===== config.mk =====
export PLATFORM = sky130hd
export DESIGN_NAME = digit_glyph
export DESIGN_NICKNAME = d
export VERILOG_FILES = /design/src/design/sudoku_pkg.sv /design/src/design/digit_glyph.sv
export SDC_FILE = /design/constraint.sdc
export NUM_CORES = 1
export LEC_CHECK = 0
export CAP_MARGIN = 20
export CORE_AREA = 3 3 40 42
export DETAILED_ROUTE_END_ITERATION = 8
export DIE_AREA = 0 0 43 45
export DONT_BUFFER_PORTS = 1
export PLACE_DENSITY_LB_ADDON = 0.08
export SETUP_SLACK_MARGIN = 0.4
export SLEW_MARGIN = 20
export SYNTH_ARGS = -nofsm -noshare
export SYNTH_HDL_FRONTEND = slang
export SYNTH_SLANG_ARGS = --single-unit

===== constraint.sdc =====
create_clock -name clka -period 2.8 [get_ports clka]
set_input_delay 0.56 -clock clka [delete_from_list [all_inputs] [get_ports clka]]
set_output_delay 0.56 -clock clka [all_outputs]
set_load 0.02 [all_outputs]

===== src/design/sudoku_pkg.sv =====
package sudoku_pkg;

	// ----------------------------------------------------------------------
	// 640x480 VGA timing, syncs active low.
	// ----------------------------------------------------------------------
	localparam int h_visible    = 640;
	localparam int h_total      = 800;
	localparam int h_sync_start = 656;
	localparam int h_sync_end   = 752;
	localparam int v_visible    = 480;
	localparam int v_total      = 525;
	localparam int v_sync_start = 490;
	localparam int v_sync_end   = 492;

	// ----------------------------------------------------------------------
	// Board and timer layout.
	// ----------------------------------------------------------------------
	localparam int board_dim = 9;
	localparam int num_cells = board_dim * board_dim;
	localparam int cell_size = 52;

	// Same offsets for rows and columns, wider gaps between 3x3 blocks.
	localparam logic [9:0] blk_pos [0:board_dim-1] = '{
		10'd0, 10'd53, 10'd106, 10'd161, 10'd214, 10'd267, 10'd322, 10'd375, 10'd428
	};

	// Indexed by timer digit, digit 3 at the top left.
	localparam int timer_boxes = 4;
	localparam logic [9:0] timer_x [0:timer_boxes-1] = '{10'd560, 10'd500, 10'd560, 10'd500};
	localparam logic [9:0] timer_y [0:timer_boxes-1] = '{10'd260, 10'd260, 10'd200, 10'd200};

	// Seven-segment glyphs, bit 0 is segment a and bit 6 is segment g.
	localparam int max_digit  = 9;
	localparam int seg_thick  = 6;
	localparam int seg_mid_lo = 23;
	localparam int seg_mid_hi = 28;
	localparam logic [6:0] seg_mask [0:max_digit] = '{
		7'h3f, 7'h06, 7'h5b, 7'h4f, 7'h66, 7'h6d, 7'h7d, 7'h07, 7'h7f, 7'h6f
	};

	// Background pattern at half resolution.
	localparam int bg_width  = h_visible / 2;
	localparam int bg_depth  = bg_width * (v_visible / 2);
	localparam int bg_tile   = 8;
	localparam int bg_colors = 5;

	localparam logic [11:0] bg_palette [0:7] = '{
		12'h23a, 12'h019, 12'hd99, 12'hc77, 12'h038, 12'h000, 12'h000, 12'h000
	};
	localparam logic [11:0] col_given  = 12'h000;
	localparam logic [11:0] col_player = 12'hf00;
	localparam logic [11:0] col_timer  = 12'hfff;
	localparam logic [11:0] col_blank  = 12'h000;

	// ----------------------------------------------------------------------
	// Register map and responses.
	// ----------------------------------------------------------------------
	localparam logic [11:0] reg_cell_base = 12'h000;
	localparam logic [11:0] reg_timer     = 12'h144;
	localparam logic [11:0] reg_frame     = 12'h148;
	localparam logic [1:0]  resp_okay     = 2'b00;
	localparam logic [1:0]  resp_slverr   = 2'b10;

	typedef enum logic [1:0] {
		layer_bg,
		layer_given,
		layer_player,
		layer_timer
	} layer_e;

	typedef enum logic {
		wr_idle,
		wr_resp
	} axil_wr_state_e;

	typedef enum logic {
		rd_idle,
		rd_data
	} axil_rd_state_e;

endpackage


===== src/design/digit_glyph.sv =====
`timescale 1ns/1ps

module digit_glyph (
	input  logic       clka,
	input  logic [3:0] glyph_digit,
	input  logic [5:0] glyph_x,
	input  logic [5:0] glyph_y,
	output logic       pixel_on
);

	logic [6:0] mask;
	logic [6:0] seg_hit;
	logic       band_x;
	logic       left;
	logic       right;
	logic       upper;

	assign mask = (glyph_digit <= 4'(sudoku_pkg::max_digit)) ?
		sudoku_pkg::seg_mask[glyph_digit] : 7'd0;

	// Horizontal bands leave the corners to the vertical sides.
	assign band_x = (glyph_x >= sudoku_pkg::seg_thick) &&
		(glyph_x < sudoku_pkg::cell_size - sudoku_pkg::seg_thick);
	assign left   = glyph_x < sudoku_pkg::seg_thick;
	assign right  = glyph_x >= sudoku_pkg::cell_size - sudoku_pkg::seg_thick;
	assign upper  = glyph_y < sudoku_pkg::cell_size / 2;

	assign seg_hit[0] = band_x && (glyph_y < sudoku_pkg::seg_thick);
	assign seg_hit[1] = right && upper;
	assign seg_hit[2] = right && !upper;
	assign seg_hit[3] = band_x && (glyph_y >= sudoku_pkg::cell_size - sudoku_pkg::seg_thick);
	assign seg_hit[4] = left && !upper;
	assign seg_hit[5] = left && upper;
	assign seg_hit[6] = band_x && (glyph_y >= sudoku_pkg::seg_mid_lo) &&
		(glyph_y <= sudoku_pkg::seg_mid_hi);

	always_ff @(posedge clka) begin
		pixel_on <= |(mask & seg_hit);
	end

endmodule


==> summary.txt <==
Yosys
  – Syn Area/Cell: roughly 8.5 um^2
  – Synth Flop Type: dfxtp_1
  – Synth top cells by count: 7 x ha_1, 3 x inv_1, 3 x nand2b_1
  – Async SR Flop Fraction: 0%
  – Synth Net Count: 69
  – Post-synth top area cell: ha_1
  – Post-Syn Area: around 380 um^2
  – Synth top area cells: ha_1 23%, dfxtp_1 5.2%, mux2i_1 5.2%, nand2b_1 4.9%, o311ai_2 4.3%
  – Mapped Cells: between 40 and 50
  – FF+latch count, synth: 1
  – Most common cell in the netlist: ha_1
  – Seq/Total Area, Yosys: 5.25%
  – Post-synth EDFFs: 0
  – Distinct cells, synth: 28
  – Yosys warning total: 0
  – Top-area cell type share of the netlist area: 23.0%

Worst setup path
  – CP Data Arrival Time: between 1.5 and 2 ns
  – Critical path's slowest cell: ha_1
  – Startpoint types: input port
  – Crit Path Category: input port to flop
  – CP max FO: 5
  – CP Cell Sequence: inv_1 > ha_1 > nand2b_1 > a21oi_1 > o31ai_1 > o2111ai_2 > o311ai_2
  – Worst setup path start: glyph_digit[0]
  – Critical path data required time: ~2.7 ns
  – Setup crit end kind: flop
  – CP Depth: 7
  – Crit path to: pixel_on
  – Largest delay share family, worst path: compound AO/OA/AOI/OAI gates
  – Biggest cell delay along the critical path: 0.31 ns
  – Worst path bufs/invs: 1

Floorplan
  – Top Ports: 18
  – Initial Util: slightly below 30%
  – Die Y: 45 um
  – Die width: ~43 um
  – Num rows: 13
  – Placeable Area: 0.00128 mm^2
  – Die ar.: 0.00194 mm^2

Route
  – Antenna Violating Nets Remaining: 0
  – DRC: 0
  – DR vias/cell: approximately 5.5
  – Drt pass-1 iters: 2
  – WL met2: around 320 um
  – Top sig layer: met3
  – Iter 0 DRT Violations: 1
  – Post-Route WL: 773 um
  – Met3 WL: 105 um
  – Vias post-DR: 322
  – Met1 Wirelength: 352 um
  – DR WL/cell: 13.1 um

STA
  – RSZ-0062 raised after global routing: no
  – Final worst path period share: 64.0%
  – Max transition margin: around 73%
  – Measured slew at the worst slew-check pin: 0.391 ns
  – Endpoints failing setup: 0
  – Fin crit period: about 1.8 ns
  – Final hold vios: 0
  – Max-slew violations: 0
  – Final setup TNS: 0 ns
  – F_max: 0.558 GHz

Outcome
  – Outcome: finished clean

Min path
  – HP Class: input port to flop

Power and ir drop
  – Peak supply drop: 44.8 uV
  – Power Dens Cells: 135 mW/mm^2
  – Leak pwr: 0.156 nW

Global route
  – Vias in the first global route: 278
  – Global-route usage over all layers: roughly 7%
  – Pin count of the biggest net entering global routing: 10
  – First-pass GRT wire length: 1140 um
  – Grt ovf: 0
  – Antenna violations before repair: 0

Cells and area
  – Most flop-heavy register: pixel_on
  – Final instance area: 389 um^2
  – Max reg flops: 1
  – Ratio of cells with drive above 1 in the final layout: 9.09%
  – Largest regs: pixel_on (1)
  – Fin nets: 70
  – Synth-to-layout area growth: 1.97%
  – # diodes: 0

Flow run
  – Max-Cap Viols: 0

Place
  – GPL Wtd Cong: 0.836
  – DP Area: 389 um^2
  – HPWL Detailed: 680 um
  – Port Buffers: 0

Clocking
  – Hold_buf cts: 0
  – Cts repair resizes: 0
  – Worst-path clk slew: 0 ns
  – Post-CTS Setup Bufs: 0
tightest hold or removal path, cell delays in order:
cell       delay, ns
a2111o_1        0.09
o2111ai_2       0.10
o311ai_2        0.07
cell families (layout without fill, tap and decap cells):
family                     count (synthesis)  after routing  synth area share, %
AOI/OAI and AO/OA                         15             15                 33.1
DFF                                        1              1                 5.25
and+or+nand+nor                           16             16                 27.5
buffers and inverters                      4              3                 5.90
muxes                                      2              2                 5.25
adders and majority gates                  7              7                 22.9
layer usage:
metal  vias to the layer above  GRT usage (%)
met2                        16           11.1
met1                       135           10.5
met3                         0           2.39
met5                         -              0
li1                        171              -
met4                         0              0
power breakdown:
group / switching (mW) / internal [mW]
logic: 0.0153 / 0.0177
clock network: 0 / 0
registers: 0.00306 / 0.0166
layout make-up:
cell class              count  area (um^2)
inverters                   3         11.3
fillers                   142          896
multi-input cells          40          339
well taps                  15         18.8
flip-flops and latches      1         20.0
placed cells by master, fill, tap and decap left out:
master,count
a2111o_1,1
o21ai_1,1
nand2b_1,3
dfxtp_1,1
nand3b_1,1
ha_1,7
a21oi_1,2
o2111ai_2,1
nor4b_1,1
o211ai_1,1
inv_1,3
mux2i_1,2
a31oi_2,1
nor2b_4,1
nor2b_1,2
or2_1,1
and3_1,2
o31ai_1,2
a31oi_1,1
nor2_1,1
nor3_1,1
nand2_1,2
o311ai_1,1
a2111oi_0,1
o21ai_0,2
nand4b_1,1
o311ai_2,1
worst min path at each step:
stage,start,cells past startpoint,to,slack (ns)
after floorplan,glyph_x[3],3,pixel_on,0.84
after global placement,glyph_x[3],3,pixel_on,0.86
after detailed placement,glyph_x[3],3,pixel_on,0.87
after CTS,glyph_x[3],3,pixel_on,0.87
after global routing,glyph_x[3],3,pixel_on,0.88
final,glyph_x[3],3,pixel_on,0.86
stage by stage:
step | instances | utilization, % | total power, mW | worst slack (ns) | hold slack, ns
floorplan | 45 | - | 0.0508 | 1.11 | 0.839
global placement | 59 | 30.3 | 0.0528 | 1.01 | 0.858
detailed placement | 59 | 30.3 | 0.0530 | 0.991 | 0.866
CTS | 59 | 30.3 | 0.0532 | 0.997 | 0.868
global route | 59 | 30.3 | 0.0570 | 0.919 | 0.883
finish | 59 | 30.3 | 0.0526 | 1.01 | 0.864
(Power assumes the default switching activity.)
