## config.mk

```make
export PLATFORM = sky130hd
export DESIGN_NAME = game_pixel_gen_flat
export DESIGN_NICKNAME = d
export VERILOG_FILES = /design/src/design/sudoku_pkg.sv /design/src/design/scan_if.sv /design/src/design/game_pixel_gen.sv /design/src/flat_wrapper.sv
export SDC_FILE = /design/constraint.sdc
export NUM_CORES = 1
export LEC_CHECK = 0
export BUFFER_PORTS_ARGS = -buffer_cell sky130_fd_sc_hd__buf_2
export CAP_MARGIN = 10
export CORE_AREA = 2 2 185 187
export CTS_CLUSTER_DIAMETER = 100
export DETAILED_ROUTE_END_ITERATION = 10
export DIE_AREA = 0 0 187 189
export GPL_TIMING_DRIVEN = 0
export PLACE_DENSITY_LB_ADDON = 0.3
export SLEW_MARGIN = 20
export SYNTH_ARGS = -nofsm -noshare
export SYNTH_HDL_FRONTEND = slang
export SYNTH_SLANG_ARGS = --single-unit
```

## constraint.sdc

```tcl
create_clock -name clka -period 14.3 [get_ports clka]
set_clock_uncertainty 0.15 [all_clocks]
set_input_delay 2.145 -clock clka [delete_from_list [all_inputs] [get_ports clka]]
set_output_delay 2.145 -clock clka [all_outputs]
set_load 0.02 [all_outputs]
```

## src/design/sudoku_pkg.sv

```systemverilog
package sudoku_pkg;

	// ----------------------------------------------------------------------
	// 640x480 VGA timing, syncs active low.
	// ----------------------------------------------------------------------
	localparam int h_visible    = 640;
	localparam int h_total      = 800;
	localparam int h_sync_start = 656;
	localparam int h_sync_end   = 752;
	localparam int v_visible    = 480;
	localparam int v_total      = 525;
	localparam int v_sync_start = 490;
	localparam int v_sync_end   = 492;

	// ----------------------------------------------------------------------
	// Board and timer layout.
	// ----------------------------------------------------------------------
	localparam int board_dim = 9;
	localparam int num_cells = board_dim * board_dim;
	localparam int cell_size = 52;

	// Same offsets for rows and columns, wider gaps between 3x3 blocks.
	localparam logic [9:0] blk_pos [0:board_dim-1] = '{
		10'd0, 10'd53, 10'd106, 10'd161, 10'd214, 10'd267, 10'd322, 10'd375, 10'd428
	};

	// Indexed by timer digit, digit 3 at the top left.
	localparam int timer_boxes = 4;
	localparam logic [9:0] timer_x [0:timer_boxes-1] = '{10'd560, 10'd500, 10'd560, 10'd500};
	localparam logic [9:0] timer_y [0:timer_boxes-1] = '{10'd260, 10'd260, 10'd200, 10'd200};

	// Seven-segment glyphs, bit 0 is segment a and bit 6 is segment g.
	localparam int max_digit  = 9;
	localparam int seg_thick  = 6;
	localparam int seg_mid_lo = 23;
	localparam int seg_mid_hi = 28;
	localparam logic [6:0] seg_mask [0:max_digit] = '{
		7'h3f, 7'h06, 7'h5b, 7'h4f, 7'h66, 7'h6d, 7'h7d, 7'h07, 7'h7f, 7'h6f
	};

	// Background pattern at half resolution.
	localparam int bg_width  = h_visible / 2;
	localparam int bg_depth  = bg_width * (v_visible / 2);
	localparam int bg_tile   = 8;
	localparam int bg_colors = 5;

	localparam logic [11:0] bg_palette [0:7] = '{
		12'h23a, 12'h019, 12'hd99, 12'hc77, 12'h038, 12'h000, 12'h000, 12'h000
	};
	localparam logic [11:0] col_given  = 12'h000;
	localparam logic [11:0] col_player = 12'hf00;
	localparam logic [11:0] col_timer  = 12'hfff;
	localparam logic [11:0] col_blank  = 12'h000;

	// ----------------------------------------------------------------------
	// Register map and responses.
	// ----------------------------------------------------------------------
	localparam logic [11:0] reg_cell_base = 12'h000;
	localparam logic [11:0] reg_timer     = 12'h144;
	localparam logic [11:0] reg_frame     = 12'h148;
	localparam logic [1:0]  resp_okay     = 2'b00;
	localparam logic [1:0]  resp_slverr   = 2'b10;

	typedef enum logic [1:0] {
		layer_bg,
		layer_given,
		layer_player,
		layer_timer
	} layer_e;

	typedef enum logic {
		wr_idle,
		wr_resp
	} axil_wr_state_e;

	typedef enum logic {
		rd_idle,
		rd_data
	} axil_rd_state_e;

endpackage

```

## src/design/scan_if.sv

```systemverilog
`timescale 1ns/1ps

// Scan position and syncs from the timing generator.
interface scan_if;
	logic [9:0] h_cnt;
	logic [9:0] v_cnt;
	logic       active;
	logic       hsync;
	logic       vsync;

	modport source (
		output h_cnt, v_cnt, active, hsync, vsync
	);

	modport sink (
		input h_cnt, v_cnt, active, hsync, vsync
	);
endinterface

```

## src/design/game_pixel_gen.sv

```systemverilog
`timescale 1ns/1ps

module game_pixel_gen (
	input  logic                                clka,
	input  logic                                rst_n,
	scan_if.sink                                scan,
	input  logic [sudoku_pkg::num_cells*4-1:0]  board,
	input  logic [sudoku_pkg::num_cells-1:0]    board_given,
	input  logic [15:0]                         timer_digits,
	output logic [3:0]                          glyph_digit,
	output logic [5:0]                          glyph_x,
	output logic [5:0]                          glyph_y,
	output logic [16:0]                         bg_addr,
	output sudoku_pkg::layer_e                  layer
);

	// Returns a hit flag and the slot index, gaps give no hit.
	function automatic logic [4:0] find_slot(input logic [9:0] pos);
		logic [4:0] slot;
		slot = '0;
		for (int i = 0; i < sudoku_pkg::board_dim; i++) begin
			if ((pos >= sudoku_pkg::blk_pos[i]) &&
				(pos < sudoku_pkg::blk_pos[i] + sudoku_pkg::cell_size)) begin
				slot = {1'b1, 4'(i)};
			end
		end
		return slot;
	endfunction

	logic [4:0]         row_slot;
	logic [4:0]         col_slot;
	logic [6:0]         cell_idx;
	logic [3:0]         cell_digit;
	logic               cell_on;
	logic               timer_hit;
	logic [1:0]         timer_sel;
	logic [9:0]         box_x;
	logic [9:0]         box_y;
	sudoku_pkg::layer_e layer_next;

	assign row_slot   = find_slot(scan.v_cnt);
	assign col_slot   = find_slot(scan.h_cnt);
	assign cell_idx   = 7'(row_slot[3:0] * sudoku_pkg::board_dim + col_slot[3:0]);
	assign cell_digit = board[cell_idx*4 +: 4];
	assign cell_on    = row_slot[4] && col_slot[4] && (cell_digit != 4'd0);

	always_comb begin
		timer_hit = 1'b0;
		timer_sel = '0;
		for (int i = 0; i < sudoku_pkg::timer_boxes; i++) begin
			if ((scan.h_cnt >= sudoku_pkg::timer_x[i]) &&
				(scan.h_cnt < sudoku_pkg::timer_x[i] + sudoku_pkg::cell_size) &&
				(scan.v_cnt >= sudoku_pkg::timer_y[i]) &&
				(scan.v_cnt < sudoku_pkg::timer_y[i] + sudoku_pkg::cell_size)) begin
				timer_hit = 1'b1;
				timer_sel = 2'(i);
			end
		end
	end

	// Offset inside the glyph box and the digit to draw there.
	always_comb begin
		if (cell_on) begin
			box_x       = scan.h_cnt - sudoku_pkg::blk_pos[col_slot[3:0]];
			box_y       = scan.v_cnt - sudoku_pkg::blk_pos[row_slot[3:0]];
			glyph_digit = cell_digit;
		end else if (timer_hit) begin
			box_x       = scan.h_cnt - sudoku_pkg::timer_x[timer_sel];
			box_y       = scan.v_cnt - sudoku_pkg::timer_y[timer_sel];
			glyph_digit = timer_digits[timer_sel*4 +: 4];
		end else begin
			box_x       = '0;
			box_y       = '0;
			glyph_digit = '0;
		end
	end

	assign glyph_x = box_x[5:0];
	assign glyph_y = box_y[5:0];
	assign bg_addr = 17'(scan.h_cnt[9:1]) + 17'(scan.v_cnt[9:1]) * 17'(sudoku_pkg::bg_width);

	always_comb begin
		if (!scan.active) begin
			layer_next = sudoku_pkg::layer_bg;
		end else if (cell_on) begin
			layer_next = board_given[cell_idx] ? sudoku_pkg::layer_given : sudoku_pkg::layer_player;
		end else if (timer_hit) begin
			layer_next = sudoku_pkg::layer_timer;
		end else begin
			layer_next = sudoku_pkg::layer_bg;
		end
	end

	always_ff @(posedge clka or negedge rst_n) begin
		if (!rst_n) begin
			layer <= sudoku_pkg::layer_bg;
		end else begin
			layer <= layer_next;
		end
	end

endmodule

```

## src/flat_wrapper.sv

```systemverilog
// flat-port wrapper written by rule: the top's interface ports become plain ports
module game_pixel_gen_flat 
  (clka, rst_n, board, board_given, timer_digits, glyph_digit, glyph_x, glyph_y, bg_addr, layer, scan_h_cnt, scan_v_cnt, scan_active, scan_hsync, scan_vsync);
  scan_if scan_i ();
  input  logic clka;
  input  logic rst_n;
  input  logic [sudoku_pkg::num_cells*4-1:0] board;
  input  logic [sudoku_pkg::num_cells-1:0] board_given;
  input  logic [15:0] timer_digits;
  output logic [3:0] glyph_digit;
  output logic [5:0] glyph_x;
  output logic [5:0] glyph_y;
  output logic [16:0] bg_addr;
  output sudoku_pkg::layer_e layer;
  input wire logic [$bits(scan_i.h_cnt)-1:0] scan_h_cnt;
  input wire logic [$bits(scan_i.v_cnt)-1:0] scan_v_cnt;
  input wire logic [$bits(scan_i.active)-1:0] scan_active;
  input wire logic [$bits(scan_i.hsync)-1:0] scan_hsync;
  input wire logic [$bits(scan_i.vsync)-1:0] scan_vsync;
  assign scan_i.h_cnt = scan_h_cnt;
  assign scan_i.v_cnt = scan_v_cnt;
  assign scan_i.active = scan_active;
  assign scan_i.hsync = scan_hsync;
  assign scan_i.vsync = scan_vsync;
  game_pixel_gen u_core (.clka(clka), .rst_n(rst_n), .scan(scan_i), .board(board), .board_given(board_given), .timer_digits(timer_digits), .glyph_digit(glyph_digit), .glyph_x(glyph_x), .glyph_y(glyph_y), .bg_addr(bg_addr), .layer(layer));
endmodule
```

==> out/results.tsv <==
metric	value	unit
Max Cap Viol	0	
sequential share of the synthesized area	0.008084	
Peak supply drop	0.03306	mV
DP Area	9185	µm²
syn_area_per_cell	10.13	µm²
WP buf/inv	7	
share of layout cells above drive strength 1	0.5887	
Initial Utilization	0.1860	
Max Fclk	89.48	MHz
GRT Residual Overflow	0	
antenna violations before repair	7	
Final Util	0.2787	
Distinct cells, synth	65	
post-CTS sizing	0	
critical path peak fanout	10	
fill count	3598	
Syn Nets	1110	
biggest regs	u_core.layer: 2 flops	
Hold Path Class	primary input to asynchronous set/reset pin	
Die X-Extent	187	µm
max incr delay on CP	690	ps
Largest Register	u_core.layer	
Largest register FFs	2	
vias per cell	4.860	
initial DRC count	497	
worst slew pin tran	898.1	ps
Post-Synthesis Cells	611	
final WL	31.43	mm
Critical Path AT	8880	ps
core area	33280	µm²
critical-path cell list	buf_2 > clkbuf_1 > or3_1 > o311ai_1 > a211oi_1 > a21oi_1 > o311ai_0 > ha_1 > ha_1 > fa_1 > buf_1 > clkbuf_1 > clkbuf_1 > a211oi_1 > o22ai_1 > o22ai_1 > o41ai_4 > buf_4 > o22ai_1 > buf_2	
worst rel slew slack	0.3969	
post-layout min period	11180	ps
clk sinks	2	
Post-Syn Area	6191	µm²
Worst setup EP type	output port	
Final Cycle Share	0.7815	
Post-synth EDFFs	0	
post-route ant nets	0	
WP data required	12010	ps
Setup TNS	0	ps
Critical Path Start Type	primary input	
routed len/inst	20.33	µm
# setup viols final	0	
clock root cell	clkbuf_16	
maximum root-to-sink buffer count	2	
Post-synth ARST share	1.000	
CTS tree	done	
clock-pin slew on the worst setup and hold paths	30	ps
Area growth syn-to-layout	49.84	%
Num CTS Buffers	3	
Vias	7514	
gpl congestion	0.8673	
H-tree Lvls	1	
first-pass GRT wire length	46.50	mm
multi-input logic area	5746	µm²
Leak Pwr	0.004273	µW
status	completed	
vias in the first global route	7828	
final slew viol count	0	
Synth warnings	0	
DRC	0	
fin area	9276	µm²
# IOs	481	
Storage cell area	50.05	µm²
Setup Buffers After CTS	0	
NumNets Final	1595	
RSZ-0062 raised after global routing	no	
CP delay by family, top	buffers and inverters	
number of hold violations in the final report	0	
Yosys reg bits	2	
drt pass-1 iters	5	
ys flop type	dfrtp_1	
row cnt	67	
largest net degree at the start of global routing	12	
Critical-path top delay cell	buf_1	
Die ar.	35340	µm²
most frequent cells in the layout	buf_2 (490), mux4_2 (117), ha_1 (47)	
Cell Pwr Density	64.70	nW/µm²
overall routing resource usage	0.1694	
Worst Setup Path Type	primary input to output port	
Hold Slack	1553	ps
# port buffers	478	
Die Ht	189	µm
DP HPWL	28.31	mm
hold_buf cts	0	
most common cell after layout, fill and taps aside	buf_2	
==> cell families after synthesis <==
logic type,after synthesis,share of synthesized area
adder cells (fa/ha/maj),53,0.1144
buffers and inverters,92,0.06851
AO/OA/AOI/OAI,167,0.1918
AND/OR/NAND/NOR,131,0.1160
multiplexers,139,0.4630
XOR/XNOR,27,0.03820
flip-flops,2,0.008084
==> path summary, 6_finish.rpt <==
kind,to,startpoint,depth (start not counted)
min,u_core.layer[1],rst_n,1
min in group clka,u_core.layer[1],scan_active,3
max in group asynchronous,u_core.layer[0],rst_n,1
max,glyph_x[4],scan_v_cnt[2],20
==> stage by stage <==
stage | worst slack [ps] | power (µW) | std cells
after floorplan | 4928 | 381.2 | 611
after global placement | 2629 | 562.3 | 1537
after detailed placement | 3016 | 567.6 | 1539
after CTS | 2996 | 612.5 | 1542
after global routing | 2551 | 650.7 | 1545
final | 3124 | 600.2 | 1546
==> cells in the mapped netlist, drive strengths merged, types with 3 or more instances <==
cell    instances  area (µm²)
mux4          117        2635
ha             47       588.1
inv            35       131.4
buf            31       195.2
nand2          29       108.9
a21oi          26       130.1
clkbuf         26       97.59
a211oi         22       165.2
nor2b          19       118.9
o22ai          19       118.9
nor2           18       67.56
o21ai          17       85.08
a21o           16       120.1
xnor2          16       140.1
nor3           14       70.07
mux2i          13       130.1
nand2b         12       75.07
xor2           11       96.34
o311ai         10       87.58
mux2            9       101.4
a31oi           8       50.05
nand3           8       40.04
and3            7       43.79
o31ai           7       52.55
fa              6       120.1
o21bai          5       37.54
a22o            4       35.03
o211a           4       40.04
o211ai          4       30.03
a41oi           3       26.28
nand4           3       18.77
nor3b           3       22.52
nor4            3       18.77
o31a            3       26.28
or3             3       18.77
==> power breakdown <==
part | internal, µW | switching, µW
Clock | 35.6 | 6.71
Combinational | 280 | 271
Sequential | 6.11 | 0.111
Total | 322 | 278
==> metal layers <==
layer | GRT usage | routed length (µm)
met1 | 0.2051 | 12250
met3 | 0.02502 | 1837
met2 | 0.3214 | 16810
met5 | 0 | 23
met4 | 0.02534 | 506
==> layout make-up <==
class                      count  share of cell area
timing repair buffer         480              0.2599
antenna                        4            0.001079
clock buffer                   3            0.008093
buffer                        57             0.03156
tap                          448             0.06043
sequential                     2            0.005395
inverter                      35             0.01416
multi-input combinational    517              0.6194
Power figures use the tool's default switching activity.
