==> src/design/sudoku_pkg.sv <==
package sudoku_pkg;

	// ----------------------------------------------------------------------
	// 640x480 VGA timing, syncs active low.
	// ----------------------------------------------------------------------
	localparam int h_visible    = 640;
	localparam int h_total      = 800;
	localparam int h_sync_start = 656;
	localparam int h_sync_end   = 752;
	localparam int v_visible    = 480;
	localparam int v_total      = 525;
	localparam int v_sync_start = 490;
	localparam int v_sync_end   = 492;

	// ----------------------------------------------------------------------
	// Board and timer layout.
	// ----------------------------------------------------------------------
	localparam int board_dim = 9;
	localparam int num_cells = board_dim * board_dim;
	localparam int cell_size = 52;

	// Same offsets for rows and columns, wider gaps between 3x3 blocks.
	localparam logic [9:0] blk_pos [0:board_dim-1] = '{
		10'd0, 10'd53, 10'd106, 10'd161, 10'd214, 10'd267, 10'd322, 10'd375, 10'd428
	};

	// Indexed by timer digit, digit 3 at the top left.
	localparam int timer_boxes = 4;
	localparam logic [9:0] timer_x [0:timer_boxes-1] = '{10'd560, 10'd500, 10'd560, 10'd500};
	localparam logic [9:0] timer_y [0:timer_boxes-1] = '{10'd260, 10'd260, 10'd200, 10'd200};

	// Seven-segment glyphs, bit 0 is segment a and bit 6 is segment g.
	localparam int max_digit  = 9;
	localparam int seg_thick  = 6;
	localparam int seg_mid_lo = 23;
	localparam int seg_mid_hi = 28;
	localparam logic [6:0] seg_mask [0:max_digit] = '{
		7'h3f, 7'h06, 7'h5b, 7'h4f, 7'h66, 7'h6d, 7'h7d, 7'h07, 7'h7f, 7'h6f
	};

	// Background pattern at half resolution.
	localparam int bg_width  = h_visible / 2;
	localparam int bg_depth  = bg_width * (v_visible / 2);
	localparam int bg_tile   = 8;
	localparam int bg_colors = 5;

	localparam logic [11:0] bg_palette [0:7] = '{
		12'h23a, 12'h019, 12'hd99, 12'hc77, 12'h038, 12'h000, 12'h000, 12'h000
	};
	localparam logic [11:0] col_given  = 12'h000;
	localparam logic [11:0] col_player = 12'hf00;
	localparam logic [11:0] col_timer  = 12'hfff;
	localparam logic [11:0] col_blank  = 12'h000;

	// ----------------------------------------------------------------------
	// Register map and responses.
	// ----------------------------------------------------------------------
	localparam logic [11:0] reg_cell_base = 12'h000;
	localparam logic [11:0] reg_timer     = 12'h144;
	localparam logic [11:0] reg_frame     = 12'h148;
	localparam logic [1:0]  resp_okay     = 2'b00;
	localparam logic [1:0]  resp_slverr   = 2'b10;

	typedef enum logic [1:0] {
		layer_bg,
		layer_given,
		layer_player,
		layer_timer
	} layer_e;

	typedef enum logic {
		wr_idle,
		wr_resp
	} axil_wr_state_e;

	typedef enum logic {
		rd_idle,
		rd_data
	} axil_rd_state_e;

endpackage

==> src/design/board_regs_axil.sv <==
`timescale 1ns/1ps

module board_regs_axil (
	input  logic        clka,
	input  logic        rst_n,
	input  logic [11:0] awaddr,
	input  logic        awvalid,
	output logic        awready,
	input  logic [31:0] wdata,
	input  logic [3:0]  wstrb,
	input  logic        wvalid,
	output logic        wready,
	output logic [1:0]  bresp,
	output logic        bvalid,
	input  logic        bready,
	input  logic [11:0] araddr,
	input  logic        arvalid,
	output logic        arready,
	output logic [31:0] rdata,
	output logic [1:0]  rresp,
	output logic        rvalid,
	input  logic        rready,
	input  logic        frame_start,
	output logic [sudoku_pkg::num_cells*4-1:0] board,
	output logic [sudoku_pkg::num_cells-1:0]   board_given,
	output logic [15:0] timer_digits
);

	sudoku_pkg::axil_wr_state_e wr_state;
	sudoku_pkg::axil_rd_state_e rd_state;

	logic [31:0] frame_cnt;
	logic [11:0] wr_off;
	logic [11:0] rd_off;
	logic [6:0]  wr_cell;
	logic [6:0]  rd_cell;
	logic        wr_is_cell;
	logic        wr_is_timer;
	logic        wr_legal;
	logic [31:0] rd_word;
	logic        rd_legal;

	// ----------------------------------------------------------------------
	// Address decode.
	// ----------------------------------------------------------------------
	assign wr_off      = awaddr - sudoku_pkg::reg_cell_base;
	assign rd_off      = araddr - sudoku_pkg::reg_cell_base;
	assign wr_cell     = wr_off[8:2];
	assign rd_cell     = rd_off[8:2];
	assign wr_is_cell  = wr_off < 12'(4 * sudoku_pkg::num_cells);
	assign wr_is_timer = awaddr[11:2] == sudoku_pkg::reg_timer[11:2];

	// Digits above nine are refused, as are frame and unmapped writes.
	assign wr_legal = (wr_is_cell && (wdata[3:0] <= 4'(sudoku_pkg::max_digit))) ||
		wr_is_timer;

	always_comb begin
		rd_word  = '0;
		rd_legal = 1'b1;
		if (rd_off < 12'(4 * sudoku_pkg::num_cells)) begin
			rd_word = {27'd0, board_given[rd_cell], board[rd_cell*4 +: 4]};
		end else if (araddr[11:2] == sudoku_pkg::reg_timer[11:2]) begin
			rd_word = {16'd0, timer_digits};
		end else if (araddr[11:2] == sudoku_pkg::reg_frame[11:2]) begin
			rd_word = frame_cnt;
		end else begin
			rd_legal = 1'b0;
		end
	end

	// ----------------------------------------------------------------------
	// Write channel.
	// ----------------------------------------------------------------------
	assign awready = (wr_state == sudoku_pkg::wr_idle) && awvalid && wvalid;
	assign wready  = awready;
	assign bvalid  = wr_state == sudoku_pkg::wr_resp;

	always_ff @(posedge clka or negedge rst_n) begin
		if (!rst_n) begin
			wr_state     <= sudoku_pkg::wr_idle;
			bresp        <= sudoku_pkg::resp_okay;
			board        <= '0;
			board_given  <= '0;
			timer_digits <= '0;
		end else begin
			case (wr_state)
				sudoku_pkg::wr_idle: begin
					if (awready) begin
						wr_state <= sudoku_pkg::wr_resp;
						bresp    <= wr_legal ? sudoku_pkg::resp_okay : sudoku_pkg::resp_slverr;
						if (wr_legal && wr_is_cell && wstrb[0]) begin
							board[wr_cell*4 +: 4] <= wdata[3:0];
							board_given[wr_cell]  <= wdata[4];
						end
						if (wr_legal && wr_is_timer) begin
							if (wstrb[0]) begin
								timer_digits[7:0] <= wdata[7:0];
							end
							if (wstrb[1]) begin
								timer_digits[15:8] <= wdata[15:8];
							end
						end
					end
				end
				sudoku_pkg::wr_resp: begin
					if (bready) begin
						wr_state <= sudoku_pkg::wr_idle;
					end
				end
				default: wr_state <= sudoku_pkg::wr_idle;
			endcase
		end
	end

	// ----------------------------------------------------------------------
	// Read channel.
	// ----------------------------------------------------------------------
	assign arready = (rd_state == sudoku_pkg::rd_idle) && arvalid;
	assign rvalid  = rd_state == sudoku_pkg::rd_data;

	always_ff @(posedge clka or negedge rst_n) begin
		if (!rst_n) begin
			rd_state <= sudoku_pkg::rd_idle;
			rdata    <= '0;
			rresp    <= sudoku_pkg::resp_okay;
		end else begin
			case (rd_state)
				sudoku_pkg::rd_idle: begin
					if (arready) begin
						rd_state <= sudoku_pkg::rd_data;
						rdata    <= rd_word;
						rresp    <= rd_legal ? sudoku_pkg::resp_okay : sudoku_pkg::resp_slverr;
					end
				end
				sudoku_pkg::rd_data: begin
					if (rready) begin
						rd_state <= sudoku_pkg::rd_idle;
					end
				end
				default: rd_state <= sudoku_pkg::rd_idle;
			endcase
		end
	end

	always_ff @(posedge clka or negedge rst_n) begin
		if (!rst_n) begin
			frame_cnt <= '0;
		end else if (frame_start) begin
			frame_cnt <= frame_cnt + 32'd1;
		end
	end

	// Responses hold steady while the master stalls.
	bvalid_hold_a: assert property (
		@(posedge clka) disable iff (!rst_n)
		bvalid && !bready |=> bvalid && $stable(bresp)
	);

	rvalid_hold_a: assert property (
		@(posedge clka) disable iff (!rst_n)
		rvalid && !rready |=> rvalid && $stable(rdata) && $stable(rresp)
	);

endmodule

==> config.mk <==
export PLATFORM = sky130hd
export DESIGN_NAME = board_regs_axil
export DESIGN_NICKNAME = d
export VERILOG_FILES = /design/src/design/sudoku_pkg.sv /design/src/design/board_regs_axil.sv
export SDC_FILE = /design/constraint.sdc
export NUM_CORES = 1
export LEC_CHECK = 0
export BUFFER_PORTS_ARGS = -buffer_cell sky130_fd_sc_hd__buf_2
export CAP_MARGIN = 10
export CORE_MARGIN = 5
export CORE_UTILIZATION = 45
export DETAILED_ROUTE_END_ITERATION = 8
export PLACE_DENSITY = 0.73
export SYNTH_ARGS = -nofsm -noshare
export SYNTH_HDL_FRONTEND = slang
export SYNTH_SLANG_ARGS = --single-unit
==> constraint.sdc <==
create_clock -name clka -period 2.4 [get_ports clka]
set_input_delay 0.12 -clock clka [delete_from_list [all_inputs] [get_ports clka]]
set_output_delay 0.12 -clock clka [all_outputs]
set_load 0.02 [all_outputs]
==> results.yml <==
setup_path:
  worst-path-buf-inv: 3
  critical-path-slowest-cell: "mux4_2"
  setup.worst_path.start_class: "flip-flop"
  worstSetupEndpointType: "flip-flop"
  worstPathCellList: "mux4_2, nor2b_1, a211oi_1, buf_4, a2111oi_2, buf_4, nor3_1, buf_4, a21oi_1"
  timing.setup.critical_path_class: "reg -> reg"
  critical-path-top-cell-by-count: "buf_4"
  timing.critical_path.slowest_cell_delay_ns: 0.47
  crit_required_ns: 2.90
  path_max_fanout: 3
  worst_path_dominant_cell_family: "compound AO/OA/AOI/OAI gates"
  critical_path_arrival_ns: 2.87
timing:
  timing.final.crit_share_pct: 98.7
  setup_repair_after_global_routing_missed_its_margin: "false"
  clock-skew-final_ns: 0.0292
  setup-tns-final_ns: 0
  worst_slew_pin_slew_ns: 1.07
  max_freq_mhz: 422
  final_max_slew_viol_count: 0
  timing_hold_violations_final: 0
  finalCriticalPeriod_ns: 2.37
  report.final.setup_viol: 0
  worst_slew_margin_rel_pct: 28.9
final_layout:
  drive_above_1_share_pct: 37.6
  nets: 2897
  nFillCells: 4082
  area_delta_synth_final_pct: 31.6
floorplanning:
  placeableCoreArea_um2: 50400
  die_area_um2: 55700
  top_level_ports: 530
  chipWidth_um: 236
  floorplan_row_count: 82
  die_h_um: 236
  initial_utilization_pct: 45.6
yosys:
  synth_cells: 2135
  synth_async_sr_flop_share_pct: 100
  synthDominantCellAreaShare_pct: 53.2
  synth-seq-area-share_pct: 53.2
  yosysWarnings: 0
  yosysMostFrequentCell: "dfrtp_1"
  synth.top_cells.by_area: "dfrtp_1, mux4_2, nand2_1"
  avgSynthCellArea_um2: 10.8
  synth_top_area_cell: "dfrtp_1"
  synth.lib_cells_used.distinct: 68
  synthesis.area_um2: 23000
  synth-main-ff-cell: "dfrtp_1"
  ys_seq_elements: 489
  synth_common_cells: "dfrtp_1, nand2_1, o21ai_0"
  synth_edf_count: 0
global_routing:
  grt_start_max_net_pins: 82
  grt_util_all_layers_pct: 30.9
  globalRoute.totalOverflow: 0
  grt_antenna_before_repair: 5
  grt_first_pass_wirelength_um: 133000
  vias_in_the_first_global_route: 20700
placement:
  port_buffers: 505
  dp_hpwl_um: 67200
  gp_routability_congestion: 0.960
power:
  power_leakage_nw: 15.1
  pwr_density_cell_nw_per_um2: 600
  ir_worst_vdd_mv: 0.572
  total_chip_power_w: 0.0182
drt:
  detailedRoute.firstPassIterationCount: 6
  first_iter_violations: 2242
  vias_per_cell: 5.96
  dr_total_vias: 21100
  drc_errors: 0
  ant_nets: 0
  wl_per_cell_um: 25.1
  wirelength_um: 88900
hold_path:
  min_path_type: "in -> reg"
clock_network:
  worstSkewPairLatency_ns: 0.61
  clockRootBuffer: "clkbuf_16"
  cts-root-to-sink-buffers: 3
  cts.reportedPaths.clkPinSlew_ns: 0.06
  tritoncts: "built"
  htree_levels: 2
  cts.sink_count: 489
  numCtsBuffers: 53
run_status:
  status: "complete, no violations"
run:
  drv.max_cap_violation_count: 0
[through the flow]
step | cells | utilization, % | hold slack, ns | setup WS, ns | cell area (µm²)
after floorplan | 2136 | - | -0.176 | -0.00656 | 23100
after global placement | 3413 | 56.0 | 0.124 | -0.355 | 28200
after detailed placement | 3413 | 56.0 | 0.136 | -0.380 | 28200
after CTS | 3529 | 59.9 | 0.00792 | 0.00962 | 30200
after global routing | 3537 | 60.1 | 0.0654 | 0.0137 | 30300
final | 3538 | 60.1 | 0.0469 | 0.0321 | 30300
[where the power goes]
| part | switching, W | internal, W |
|---|---|---|
| Combinational | 0.00100 | 0.000568 |
| Sequential | 0.000123 | 0.00834 |
| Clock | 0.00348 | 0.00464 |
| Total | 0.00461 | 0.0136 |
[state kept, by name, summed over array words and instances, names as in the netlist]
register,count
board,324
board_given,81
bresp,1
bvalid,1
frame_cnt,32
rdata,32
rresp,1
rvalid,1
timer_digits,16
[final cells by class]
cell class                      instances  area [µm²]  share of cell area (%)
Timing Repair Buffer                  761        5080                    16.8
Antenna cell                            2        5.00                  0.0165
Multi-Input combinational cell       1504       10300                    34.1
Tap cell                              672         841                    2.78
Inverter                               15        66.3                   0.219
Clock inverter                         22         241                   0.798
Sequential cell                       489       12200                    40.4
Clock buffer                           73        1470                    4.87
[what timing repair did]
action / CTS / global route
endpoints found under the hold margin: 241 / 0
hold buffers: 21 / 0
setup buffers: 0 / 6
cloned: 0 / 1
gates resized for setup: 4 / 6
pin swaps: 0 / 5
endpoints found under the setup margin: 151 / 101
[cells by family (layout without fill, tap and decap cells)]
family	after synthesis	after routing	synth area share [%]
muxes	258	258	16.2
and+or+nand+nor	766	766	15.3
DFF	489	489	53.2
AOI/OAI and AO/OA	436	436	10.9
buffers and inverters	143	871	2.60
other	1	4	0.0163
adders and majority gates	5	5	0.272
xor gates and xnor gates	37	37	1.41
[placed cells by master, fill, tap and decap left out, types with 10 or more instances in the layout]
| cell | Yosys | final |
|---|---|---|
| clkinv_2 | 0 | 10 |
| buf_4 | 5 | 192 |
| mux4_2 | 79 | 79 |
| inv_1 | 15 | 11 |
| a22oi_1 | 28 | 28 |
| dlygate4sd3_1 | 0 | 21 |
| nor3_1 | 30 | 26 |
| nand3_1 | 33 | 31 |
| clkbuf_16 | 0 | 55 |
| mux2_2 | 125 | 125 |
| xnor2_1 | 26 | 26 |
| o21ai_0 | 264 | 262 |
| nor2b_1 | 14 | 14 |
| clkbuf_1 | 83 | 14 |
| xor2_1 | 11 | 10 |
| o21ai_1 | 63 | 65 |
| buf_12 | 0 | 41 |
| nor2_1 | 80 | 79 |
| a22o_1 | 16 | 16 |
| nand4_1 | 85 | 85 |
| nand2_1 | 461 | 451 |
| mux2i_1 | 54 | 54 |
| a21oi_1 | 12 | 11 |
| buf_2 | 27 | 502 |
| dfrtp_1 | 489 | 489 |
[layer usage]
metal  wire (µm)  global-route usage [%]
met4        4330                    11.9
met1       34400                    42.2
met2       40700                    48.3
met3        9390                    7.51
met5          47                       0
[final timing paths]
check	slack, ns	to	from	depth (start not counted)
max	0.03	rdata[1]$_DFFE_PN0P_	board[149]$_DFFE_PN0P_	9
min	0.05	bresp[1]$_DFFE_PN0P_	awaddr[9]	5
max reg2reg	0.03	rdata[1]$_DFFE_PN0P_	board[149]$_DFFE_PN0P_	9
min reg2reg	0.47	rdata[15]$_DFFE_PN0P_	rdata[15]$_DFFE_PN0P_	2
max in group asynchronous	1.39	board_given[25]$_DFFE_PN0P_	rst_n	3
min in group asynchronous	0.07	board[52]$_DFFE_PN0P_	rst_n	2
[worst register-to-register path, stage by stage (launching register included)]
cell and delay, ns:
dfrtp_1 0.40, mux4_2 0.47, nor2b_1 0.15, a211oi_1 0.40, buf_4 0.21, a2111oi_2 0.07
buf_4 0.16, nor3_1 0.18, buf_4 0.15, a21oi_1 0.06
No activity file was read; power rests on OpenSTA's default activity.
