<file path="config.mk">
export PLATFORM = sky130hd
export DESIGN_NAME = pixel_compose_flat
export DESIGN_NICKNAME = d
export VERILOG_FILES = /design/src/design/sudoku_pkg.sv /design/src/design/scan_if.sv /design/src/design/pixel_compose.sv /design/src/flat_wrapper.sv
export SDC_FILE = /design/constraint.sdc
export NUM_CORES = 1
export LEC_CHECK = 0
export BUFFER_PORTS_ARGS = -buffer_cell sky130_fd_sc_hd__buf_2
export CORE_MARGIN = 2
export CORE_UTILIZATION = 43
export DETAILED_ROUTE_END_ITERATION = 10
export PLACE_DENSITY = 0.8
export SETUP_SLACK_MARGIN = 0.2
export SLEW_MARGIN = 20
export SYNTH_ARGS = -nofsm -noshare
export SYNTH_HDL_FRONTEND = slang
export SYNTH_SLANG_ARGS = --single-unit
</file>
<file path="constraint.sdc">
create_clock -name clka -period 2.36 [get_ports clka]
set_clock_uncertainty 0.15 [all_clocks]
set_input_delay 0.59 -clock clka [delete_from_list [all_inputs] [get_ports clka]]
set_output_delay 0.59 -clock clka [all_outputs]
set_load 0.005 [all_outputs]
</file>
<file path="src/design/sudoku_pkg.sv">
package sudoku_pkg;

	// ----------------------------------------------------------------------
	// 640x480 VGA timing, syncs active low.
	// ----------------------------------------------------------------------
	localparam int h_visible    = 640;
	localparam int h_total      = 800;
	localparam int h_sync_start = 656;
	localparam int h_sync_end   = 752;
	localparam int v_visible    = 480;
	localparam int v_total      = 525;
	localparam int v_sync_start = 490;
	localparam int v_sync_end   = 492;

	// ----------------------------------------------------------------------
	// Board and timer layout.
	// ----------------------------------------------------------------------
	localparam int board_dim = 9;
	localparam int num_cells = board_dim * board_dim;
	localparam int cell_size = 52;

	// Same offsets for rows and columns, wider gaps between 3x3 blocks.
	localparam logic [9:0] blk_pos [0:board_dim-1] = '{
		10'd0, 10'd53, 10'd106, 10'd161, 10'd214, 10'd267, 10'd322, 10'd375, 10'd428
	};

	// Indexed by timer digit, digit 3 at the top left.
	localparam int timer_boxes = 4;
	localparam logic [9:0] timer_x [0:timer_boxes-1] = '{10'd560, 10'd500, 10'd560, 10'd500};
	localparam logic [9:0] timer_y [0:timer_boxes-1] = '{10'd260, 10'd260, 10'd200, 10'd200};

	// Seven-segment glyphs, bit 0 is segment a and bit 6 is segment g.
	localparam int max_digit  = 9;
	localparam int seg_thick  = 6;
	localparam int seg_mid_lo = 23;
	localparam int seg_mid_hi = 28;
	localparam logic [6:0] seg_mask [0:max_digit] = '{
		7'h3f, 7'h06, 7'h5b, 7'h4f, 7'h66, 7'h6d, 7'h7d, 7'h07, 7'h7f, 7'h6f
	};

	// Background pattern at half resolution.
	localparam int bg_width  = h_visible / 2;
	localparam int bg_depth  = bg_width * (v_visible / 2);
	localparam int bg_tile   = 8;
	localparam int bg_colors = 5;

	localparam logic [11:0] bg_palette [0:7] = '{
		12'h23a, 12'h019, 12'hd99, 12'hc77, 12'h038, 12'h000, 12'h000, 12'h000
	};
	localparam logic [11:0] col_given  = 12'h000;
	localparam logic [11:0] col_player = 12'hf00;
	localparam logic [11:0] col_timer  = 12'hfff;
	localparam logic [11:0] col_blank  = 12'h000;

	// ----------------------------------------------------------------------
	// Register map and responses.
	// ----------------------------------------------------------------------
	localparam logic [11:0] reg_cell_base = 12'h000;
	localparam logic [11:0] reg_timer     = 12'h144;
	localparam logic [11:0] reg_frame     = 12'h148;
	localparam logic [1:0]  resp_okay     = 2'b00;
	localparam logic [1:0]  resp_slverr   = 2'b10;

	typedef enum logic [1:0] {
		layer_bg,
		layer_given,
		layer_player,
		layer_timer
	} layer_e;

	typedef enum logic {
		wr_idle,
		wr_resp
	} axil_wr_state_e;

	typedef enum logic {
		rd_idle,
		rd_data
	} axil_rd_state_e;

endpackage

</file>
<file path="src/design/scan_if.sv">
`timescale 1ns/1ps

// Scan position and syncs from the timing generator.
interface scan_if;
	logic [9:0] h_cnt;
	logic [9:0] v_cnt;
	logic       active;
	logic       hsync;
	logic       vsync;

	modport source (
		output h_cnt, v_cnt, active, hsync, vsync
	);

	modport sink (
		input h_cnt, v_cnt, active, hsync, vsync
	);
endinterface

</file>
<file path="src/design/pixel_compose.sv">
`timescale 1ns/1ps

module pixel_compose (
	input  logic               clka,
	input  logic               rst_n,
	scan_if.sink               scan,
	input  sudoku_pkg::layer_e layer,
	input  logic               pixel_on,
	input  logic [2:0]         bg_index,
	output logic [11:0]        rgb,
	output logic               hsync,
	output logic               vsync
);

	logic        hsync_d;
	logic        vsync_d;
	logic        active_d;
	logic [11:0] fg_col;
	logic [11:0] pix_col;

	always_comb begin
		case (layer)
			sudoku_pkg::layer_given:  fg_col = sudoku_pkg::col_given;
			sudoku_pkg::layer_player: fg_col = sudoku_pkg::col_player;
			default:                  fg_col = sudoku_pkg::col_timer;
		endcase
	end

	assign pix_col = ((layer != sudoku_pkg::layer_bg) && pixel_on) ? fg_col :
		sudoku_pkg::bg_palette[bg_index];

	// First stage lines the syncs up with the registered layer data.
	always_ff @(posedge clka or negedge rst_n) begin
		if (!rst_n) begin
			hsync_d  <= 1'b1;
			vsync_d  <= 1'b1;
			active_d <= 1'b0;
			rgb      <= sudoku_pkg::col_blank;
			hsync    <= 1'b1;
			vsync    <= 1'b1;
		end else begin
			hsync_d  <= scan.hsync;
			vsync_d  <= scan.vsync;
			active_d <= scan.active;
			rgb      <= active_d ? pix_col : sudoku_pkg::col_blank;
			hsync    <= hsync_d;
			vsync    <= vsync_d;
		end
	end

endmodule

</file>
<file path="src/flat_wrapper.sv">
// flat-port wrapper written by rule: the top's interface ports become plain ports
module pixel_compose_flat 
  (clka, rst_n, layer, pixel_on, bg_index, rgb, hsync, vsync, scan_h_cnt, scan_v_cnt, scan_active, scan_hsync, scan_vsync);
  scan_if scan_i ();
  input  logic clka;
  input  logic rst_n;
  input  sudoku_pkg::layer_e layer;
  input  logic pixel_on;
  input  logic [2:0] bg_index;
  output logic [11:0] rgb;
  output logic hsync;
  output logic vsync;
  input wire logic [$bits(scan_i.h_cnt)-1:0] scan_h_cnt;
  input wire logic [$bits(scan_i.v_cnt)-1:0] scan_v_cnt;
  input wire logic [$bits(scan_i.active)-1:0] scan_active;
  input wire logic [$bits(scan_i.hsync)-1:0] scan_hsync;
  input wire logic [$bits(scan_i.vsync)-1:0] scan_vsync;
  assign scan_i.h_cnt = scan_h_cnt;
  assign scan_i.v_cnt = scan_v_cnt;
  assign scan_i.active = scan_active;
  assign scan_i.hsync = scan_hsync;
  assign scan_i.vsync = scan_vsync;
  pixel_compose u_core (.clka(clka), .rst_n(rst_n), .scan(scan_i), .layer(layer), .pixel_on(pixel_on), .bg_index(bg_index), .rgb(rgb), .hsync(hsync), .vsync(vsync));
endmodule
</file>
==> flow_summary_export.csv, run 1 <==
group,metric,value,unit
routing,wl_met2,500,µm
layout,fin_nets,121,
timing,setup-tns-final,0,ns
routing,met1_length,457,µm
timing,rsz0062_at_grt,"no",
synth,synth_top_cell_area_share,40.3,%
synth,avgSynthCellArea,12.0,µm²
worst_setup_path,crit_family,"flip-flops",
synth,synth_seq_cells,15,
job,cap_violations,0,
routing,met3_length,62,µm
grt,grt_pass1_vias,423,
cts,numCtsBuffers,3,
cts,ctsResizeCount,0,
power,power.leakage,0.000463,µW
cts,cts.sinks,15,
placed_design,place_hpwl,862,µm
worst_setup_path,required,1.62,ns
routing,top_layer,"met4",
floorplanning,die_w,43.9,µm
cts,path_clk_slew,0.08,ns
floorplanning,die_area,1920,µm²
worst_setup_path,critPathLaunchType,"flip-flop",
floorplanning,coreArea,1510,µm²
timing,finalCritPeriodShare,68.9,%
layout,drive_gt1_share,42.7,%
worst_setup_path,r2r_setup_slack,1.34,ns
placed_design,gp_congestion,0.863,
floorplanning,die_h,43.9,µm
run_status,run_status,"complete, no violations",
routing,drt_first_pass_iters,4,
timing,drv_slew,0,
synth,netlist_area,683,µm²
grt,grt_pass1_wl,1770,µm
cts,root_buffer,"clkbuf_4",
synth,synth_top_area_cell,"dfrtp_1",
floorplanning,rows,14,
cts,htreeDepth,1,
routing,drtIter0Drc,2,
timing,setup_viol,0,
synth,yosysSeqAreaShare,55.7,%
synth,yosysUniqueCellTypes,18,
power,power_density,595,nW/µm²
synth,syn_nets,95,
routing,vias_per_cell,4.83,
routing,drc,0,
grt,antenna_found_initial,0,
timing,period_minus_slack,1.63,ns
worst_setup_path,cp_num_buf_inv,1,
grt,grt_overflow,0,
placed_design,port_buffers,24,
cts,post_cts_buffers,0,
worst_setup_path,worst_path_max_delay_cell,"dfstp_2",
min_path,hp-class,"input port to asynchronous set/reset pin",
placed_design,post-place-ws,0.561,ns
worst_setup_path,crit_chain,"buf_2",
synth,synth_warnings,0,
timing,fmax,615,MHz
routing,vias,473,
timing,hold_viol,0,
cts,clk_path_buf_depth,2,
worst_setup_path,arrival,0.89,ns
grt,grt_max_degree,16,
timing,setup_slack,0.733,ns
power,peakVddDrop,0.000303,V
floorplanning,io_pins,45,
routing,routedWlPerCell,10.8,µm
routing,antenna_left,0,
layout,n_antenna_cell,0,
synth,yosys-top-cells-area,"dfrtp_1, dfstp_2, ha_1",
synth,postSynthCellCount,57,
layout,nFillCells,141,
worst_setup_path,r2r_cells,2,
worst_setup_path,critPathMaxStageDelay,0.52,ns
grt,grt_usage,13.4,%
routing,wl,1060,µm
cts,clock_latency,0.27,ns
floorplanning,initial_core_util,45.3,%
cts,hold_buffers,0,
worst_setup_path,end_kind,"output pin",
cts,cts_tree,"yes",
worst_setup_path,reg2reg_to,"u_core.rgb[3]",
worst_setup_path,critical_path_class,"flip-flop to output pin",
worst_setup_path,r2r_start,"u_core.active_d",
timing,worstMarginPinSlew,0.345,ns
timing,slew_headroom,76.9,%
worst_setup_path,worstPathMaxFanout,1,
layout,syn_to_final_growth,21.4,%
[cells in the final DEF (no fill, tap or decap)]
cell	instances
nand2b_4	1
o21ai_1	3
dfstp_2	4
ha_1	7
inv_2	1
dfrtp_1	11
and2b_4	1
nand2_1	2
buf_2	24
and3_1	3
nor3_1	3
o21ai_0	2
nor3b_2	1
o21a_1	7
o311a_1	1
nor2_1	1
clkbuf_1	1
clkbuf_4	3
inv_1	6
[area by class of cell]
class,instances,area (µm²),share of cell area (%)
Multi-Input combinational cell,32,256,30.9
Inverter,7,26.3,3.17
Sequential cell,15,380,45.9
Timing Repair Buffer,24,120,14.5
Clock buffer,4,26.3,3.17
Tap cell,16,20.0,2.41
[cell families (layout without fill, tap and decap cells)]
logic type,after synthesis,in the layout,share of synthesized area (%)
DFF,15,15,55.7
buffers and inverters,10,35,6.77
and+or+nand+nor,12,12,11.9
adders and majority gates,7,7,12.8
AOI/OAI and AO/OA,13,13,12.8
[metrics by stage]
step	std cells	hold slack, ns	power [µW]	utilization [%]	area [µm²]
finish	98	0.0450	494	55.1	830
global route	98	0.0514	528	55.1	830
CTS	98	0.0495	503	55.1	830
detailed placement	94	0.197	361	53.3	803
global placement	94	0.196	357	53.3	803
floorplan	57	0.144	326	-	683
[metal layers]
layer	track usage (%)	up-vias
met5	0	-
met4	12.7	0
met3	2.50	4
met2	20.6	20
met1	15.3	215
li1	-	234
[registers in the layout (all words and copies together), names as in the netlist]
register and cells:
u_core.rgb 10, u_core.active_d 1, u_core.hsync 1, u_core.hsync_d 1
u_core.vsync 1, u_core.vsync_d 1
[synth_stat cells]
cell type  count
dfrtp_1       11
ha_1           7
o21a_1         7
inv_1          6
dfstp_2        4
and3_1         3
nor3_1         3
o21ai_1        3
buf_4          2
nand2_1        2
o21ai_0        2
and2b_4        1
buf_2          1
inv_2          1
nand2b_4       1
nor2_1         1
nor3b_2        1
o311a_1        1
[power breakdown]
part / switching, µW / internal (µW) / total (µW)
Clock: 74.0 / 65.5 / 140
Combinational: 37.4 / 35.7 / 73.1
Sequential: 5.65 / 276 / 281
Total: 117 / 377 / 494
[worst max path at each step]
stage,startpoint,endpoint,slack [ns],cells past startpoint
after floorplan,layer[0],u_core.rgb[7],0.77,5
after global placement,layer[0],u_core.rgb[3],0.59,6
after detailed placement,layer[0],u_core.rgb[3],0.56,6
after CTS,u_core.hsync,hsync,0.72,1
after global routing,u_core.hsync,hsync,0.69,1
final,u_core.hsync,hsync,0.73,1
Note: power is estimated with default switching activity, not from simulation.
==> run 2, diff against run 1 <==
--- a/config.mk
+++ b/config.mk
@@ -7,9 +7,9 @@
 export LEC_CHECK = 0
 export BUFFER_PORTS_ARGS = -buffer_cell sky130_fd_sc_hd__buf_2
 export CORE_MARGIN = 2
-export CORE_UTILIZATION = 43
+export CORE_UTILIZATION = 36
 export DETAILED_ROUTE_END_ITERATION = 10
-export PLACE_DENSITY = 0.8
+export PLACE_DENSITY = 0.71
 export SETUP_SLACK_MARGIN = 0.2
 export SLEW_MARGIN = 20
 export SYNTH_ARGS = -nofsm -noshare
==> constraint.sdc (replaced) <==
create_clock -name clka -period 1.3 [get_ports clka]
set_clock_uncertainty 0.15 [all_clocks]
set_input_delay 0.325 -clock clka [delete_from_list [all_inputs] [get_ports clka]]
set_output_delay 0.325 -clock clka [all_outputs]
set_load 0.005 [all_outputs]
==> flow_summary_export.csv, run 2 (synthesized netlist as in run 1, its figures left out) <==
group,metric,value,unit
run_status,run_status,"finished, violations left",
run_status,violations,"negative setup slack",
worst_setup_path,arrival,0.89,ns
power,peakVddDrop,0.000461,V
layout,fin_nets,130,
timing,fmax,732,MHz
layout,final_common_cell,"buf_2",
job,cap_violations,0,
routing,wl,1260,µm
timing,worstMarginPinSlew,0.305,ns
cts,clk_path_buf_depth,2,
timing,slew_headroom,79.7,%
cts,cts.sinks,15,
routing,antenna_left,0,
cts,path_clk_slew,0.08,ns
worst_setup_path,r2r_cells,2,
min_path,whs_path_depth,0,
timing,finalCritPeriodShare,105,%
timing,drv_slew,0,
min_path,hp-class,"flip-flop to flip-flop",
worst_setup_path,critical_path_cell_count,1,
grt,top_usage_layer,"met2",
timing,rsz0062_at_grt,"yes",
worst_setup_path,critical_path_class,"flip-flop to output pin",
routing,drt_first_pass_iters,4,
grt,grt_overflow,0,
layout,syn_to_final_growth,49.3,%
worst_setup_path,crit_family,"flip-flops",
routing,drtIter0Drc,9,
grt,met1_usage,15.1,%
grt,grt_pass1_wl,1940,µm
cts,clock_latency,0.27,ns
floorplanning,coreArea,1760,µm²
worst_setup_path,crit_chain,"buf_6",
grt,grt_pass1_vias,465,
layout,final_cell_area,1020,µm²
placed_design,port_buffers,24,
placed_design,place_hpwl,893,µm
layout,largest_register_ffs,10,
floorplanning,io_pins,45,
grt,grt_use_met2,20.5,%
grt,antenna_found_initial,0,
worst_setup_path,worst_path_max_delay_cell,"dfstp_2",
grt,met3_usage,3.40,%
layout,final_util,57.8,%
worst_setup_path,required,0.82,ns
timing,setup-tns-final,-0.127,ns
layout,n_antenna_cell,0,
layout,top_register,"u_core.rgb",
floorplanning,die_w,47.6,µm
grt,grt_max_degree,16,
floorplanning,die_h,47.6,µm
timing,period_minus_slack,1.37,ns
timing,hold_viol,0,
cts,htreeDepth,1,
placed_design,gp_congestion,0.797,
power,power.leakage,0.000525,µW
timing,setup_slack,-0.0652,ns
layout,drive_gt1_share,57.1,%
routing,vias,512,
worst_setup_path,critPathMaxStageDelay,0.53,ns
layout,layout_common_cells,"buf_2, dfrtp_1, o21a_1, ha_1, buf_4",
floorplanning,die_area,2260,µm²
power,power_density,939,nW/µm²
cts,cts_tree,"yes",
worst_setup_path,end_kind,"output pin",
cts,root_buffer,"clkbuf_4",
placed_design,place_area,880,µm²
grt,grt_usage,12.6,%
routing,vias_per_cell,4.41,
floorplanning,rows,15,
worst_setup_path,worstPathMaxFanout,1,
floorplanning,initial_core_util,38.7,%
routing,routedWlPerCell,10.9,µm
worst_setup_path,critPathLaunchType,"flip-flop",
worst_setup_path,cp_num_buf_inv,1,
timing,setup_viol,2,
cts,numCtsBuffers,3,
routing,drc,0,
==> run 2: where the power goes <==
part | leakage (µW) | switching (µW) | internal (µW)
Combinational | 0.000323 | 87.1 | 105
Sequential | 0.000184 | 11.9 | 501
Clock | 0.0000177 | 139 | 114
==> run 2: timing repair <==
action | in CTS | in global routing
endpoints found under the setup margin | 24 | 18
buffers inserted | 0 | 1
resized for setup | 7 | 10
pin swaps | 2 | 3
hold endpoints to repair | 13 | 1
hold buffers | 3 | 1
==> run 2: routing by layer <==
metal / up-vias / routed length, µm
li1: 256 / -
met1: 236 / 503
met2: 18 / 650
met3: 2 / 82
met4: 0 / 26
met5: - / 0
==> run 2: path summary, 6_finish.rpt <==
path                                       from              to  slack, ns
min in group asynchronous                 rst_n   u_core.rgb[6]       0.33
max in group asynchronous                 rst_n  u_core.vsync_d       0.39
worst min-delay path             u_core.vsync_d    u_core.vsync       0.21
worst min register to register   u_core.vsync_d    u_core.vsync       0.21
worst max-delay path               u_core.vsync           vsync      -0.07
worst max register to register  u_core.active_d   u_core.rgb[3]       0.30
==> run 2: per-stage QoR <==
step / total power [µW] / cells / hold WS, ns / setup WS (ns)
final: 957 / 116 / 0.210 / -0.0652
after global routing: 1020 / 116 / 0.216 / -0.116
after CTS: 943 / 114 / 0.00107 / -0.0781
after detailed placement: 678 / 107 / 0.0837 / -0.183
after global placement: 674 / 107 / 0.0785 / -0.127
after floorplan: 601 / 57 / -0.121 / 0.0870
==> run 2: area by class of cell <==
cell class	instances	area, µm²
fillers	163	744
clock inverters	1	5.00
flip-flops and latches	15	382
well taps	25	31.3
inverters	7	43.8
clock buffers	3	22.5
repair buffers	33	224
multi-input cells	32	312
==> run 3, diff against run 2 <==
--- a/config.mk
+++ b/config.mk
@@ -9,6 +9,7 @@
 export CORE_MARGIN = 2
 export CORE_UTILIZATION = 36
 export DETAILED_ROUTE_END_ITERATION = 10
+export GPL_TIMING_DRIVEN = 0
 export PLACE_DENSITY = 0.71
 export SETUP_SLACK_MARGIN = 0.2
 export SLEW_MARGIN = 20
==> flow_summary_export.csv, run 3 (synthesized netlist as in run 1, its figures left out) <==
group,metric,value,unit
timing,worstMarginPinSlew,0.306,ns
power,power.leakage,0.000509,µW
power,finalPower,951,µW
layout,final_cell_area,995,µm²
worst_setup_path,critical_path_class,"flip-flop to output pin",
cts,root_buffer,"clkbuf_4",
timing,fmax,728,MHz
grt,grt_overflow,0,
worst_setup_path,end_kind,"output pin",
routing,top_layer,"met4",
routing,met1_length,504,µm
placed_design,place_area,870,µm²
job,cap_violations,0,
routing,wl,1200,µm
cts,htreeDepth,1,
floorplanning,die_h,47.6,µm
routing,routedWlPerCell,10.5,µm
cts,clock_latency,0.27,ns
cts,cts.sinks,15,
worst_setup_path,worstPathMaxFanout,1,
timing,period_minus_slack,1.37,ns
cts,path_clk_slew,0.09,ns
run_status,violations,"negative setup slack",
cts,post_cts_buffers,0,
timing,hold_viol,0,
timing,finalCritPeriodShare,106,%
worst_setup_path,crit_chain,"buf_2",
worst_setup_path,crit_family,"flip-flops",
floorplanning,die_w,47.6,µm
layout,largest_register_ffs,10,
worst_setup_path,r2r_setup_slack,0.30,ns
layout,final_common_cell,"buf_2",
worst_setup_path,cp_num_buf_inv,1,
routing,met3_length,84,µm
timing,setup_slack,-0.0728,ns
routing,wl_met2,601,µm
grt,antenna_found_initial,0,
worst_setup_path,critPathLaunchType,"flip-flop",
worst_setup_path,required,0.82,ns
worst_setup_path,arrival,0.90,ns
min_path,hp-class,"flip-flop to flip-flop",
routing,drt_first_pass_iters,4,
layout,n_antenna_cell,0,
timing,setup_viol,4,
floorplanning,io_pins,45,
routing,drtIter0Drc,4,
grt,grt_usage,12.0,%
grt,grt_pass1_wl,1840,µm
power,peakVddDrop,0.000425,V
worst_setup_path,r2r_cells,3,
timing,drv_slew,0,
worst_setup_path,r2r_start,"u_core.active_d",
routing,vias,511,
routing,vias_per_cell,4.48,
floorplanning,initial_core_util,38.7,%
min_path,whs_path_depth,0,
floorplanning,rows,15,
min_path,min_to,"u_core.vsync",
layout,syn_to_final_growth,45.6,%
layout,layout_common_cells,"buf_2, dfrtp_1, o21a_1, ha_1, buf_6",
power,power_density,956,nW/µm²
routing,antenna_left,0,
worst_setup_path,reg2reg_to,"u_core.rgb[5]",
cts,cts_tree,"yes",
grt,grt_max_degree,16,
cts,numCtsBuffers,3,
timing,rsz0062_at_grt,"yes",
timing,slew_headroom,79.6,%
layout,drive_gt1_share,49.4,%
layout,fin_nets,128,
cts,clk_path_buf_depth,2,
routing,drc,0,
worst_setup_path,critPathMaxStageDelay,0.52,ns
floorplanning,die_area,2260,µm²
layout,top_register,"u_core.rgb",
worst_setup_path,worst_path_max_delay_cell,"dfstp_2",
layout,final_util,56.4,%
floorplanning,coreArea,1760,µm²
placed_design,port_buffers,24,
grt,grt_pass1_vias,449,
run_status,run_status,"finished, violations left",
placed_design,place_hpwl,934,µm
placed_design,gp_congestion,0.824,
min_path,hp-start,"u_core.vsync_d",
[run 3: cell count changes in the layout (fill, tap and decap cells not counted), moves of 2 or more]
cell     delta
o21ai_1     +2
buf_4       -5
buf_6       +4
o21ai_2     -2
[run 3: where the power goes]
group	total, µW	internal, µW	switching (µW)	leakage [µW]
Combinational	188	104	84.5	0.000306
Clock	253	114	140	0.0000177
Sequential	509	501	8.38	0.000185
[run 3: area by class of cell]
| class | instances | area, µm² |
|---|---|---|
| fillers | 166 | 769 |
| flip-flops and latches | 15 | 380 |
| multi-input cells | 32 | 285 |
| repair buffers | 28 | 199 |
| inverters | 7 | 43.8 |
| well taps | 25 | 31.3 |
| plain buffers | 3 | 27.5 |
| clock buffers | 3 | 22.5 |
| clock inverters | 1 | 5.00 |
[run 3: metal layers]
layer  vias up  track usage (%)
li1        254                -
met1       233             14.5
met2        22             20.0
met3         2             2.26
met4         0             6.49
met5         -                0
[run 3: metrics by stage]
stage / setup slack (ns) / instances / TNS, ns / hold WS [ns]
4_1_cts: -0.0875 / 113 / -0.298 / 0.00616
3_3_place_gp: -0.195 / 106 / -1.52 / 0.0797
6_report: -0.0728 / 114 / -0.246 / 0.209
3_5_place_dp: -0.204 / 106 / -1.56 / 0.0851
5_1_grt: -0.123 / 114 / -0.438 / 0.216
2_1_floorplan: 0.0870 / 57 / 0 / -0.121
[run 3: worst max-delay path by stage]
stage	start	to	slack [ns]	cells after the start
global placement	layer[1]	u_core.rgb[3]	-0.20	6
finish	u_core.hsync	hsync	-0.07	1
CTS	u_core.hsync	hsync	-0.09	1
detailed placement	layer[1]	u_core.rgb[3]	-0.20	6
floorplan	layer[1]	u_core.rgb[4]	0.09	4
global route	u_core.hsync	hsync	-0.12	1
[run 3: what timing repair did]
item / CTS / global route
endpoints found under the setup margin: 24 / 19
endpoints found under the hold margin: 13 / 1
gates resized for setup: 11 / 4
hold buffers: 3 / 1
cloned: 0 / 0
pin swaps: 2 / 3
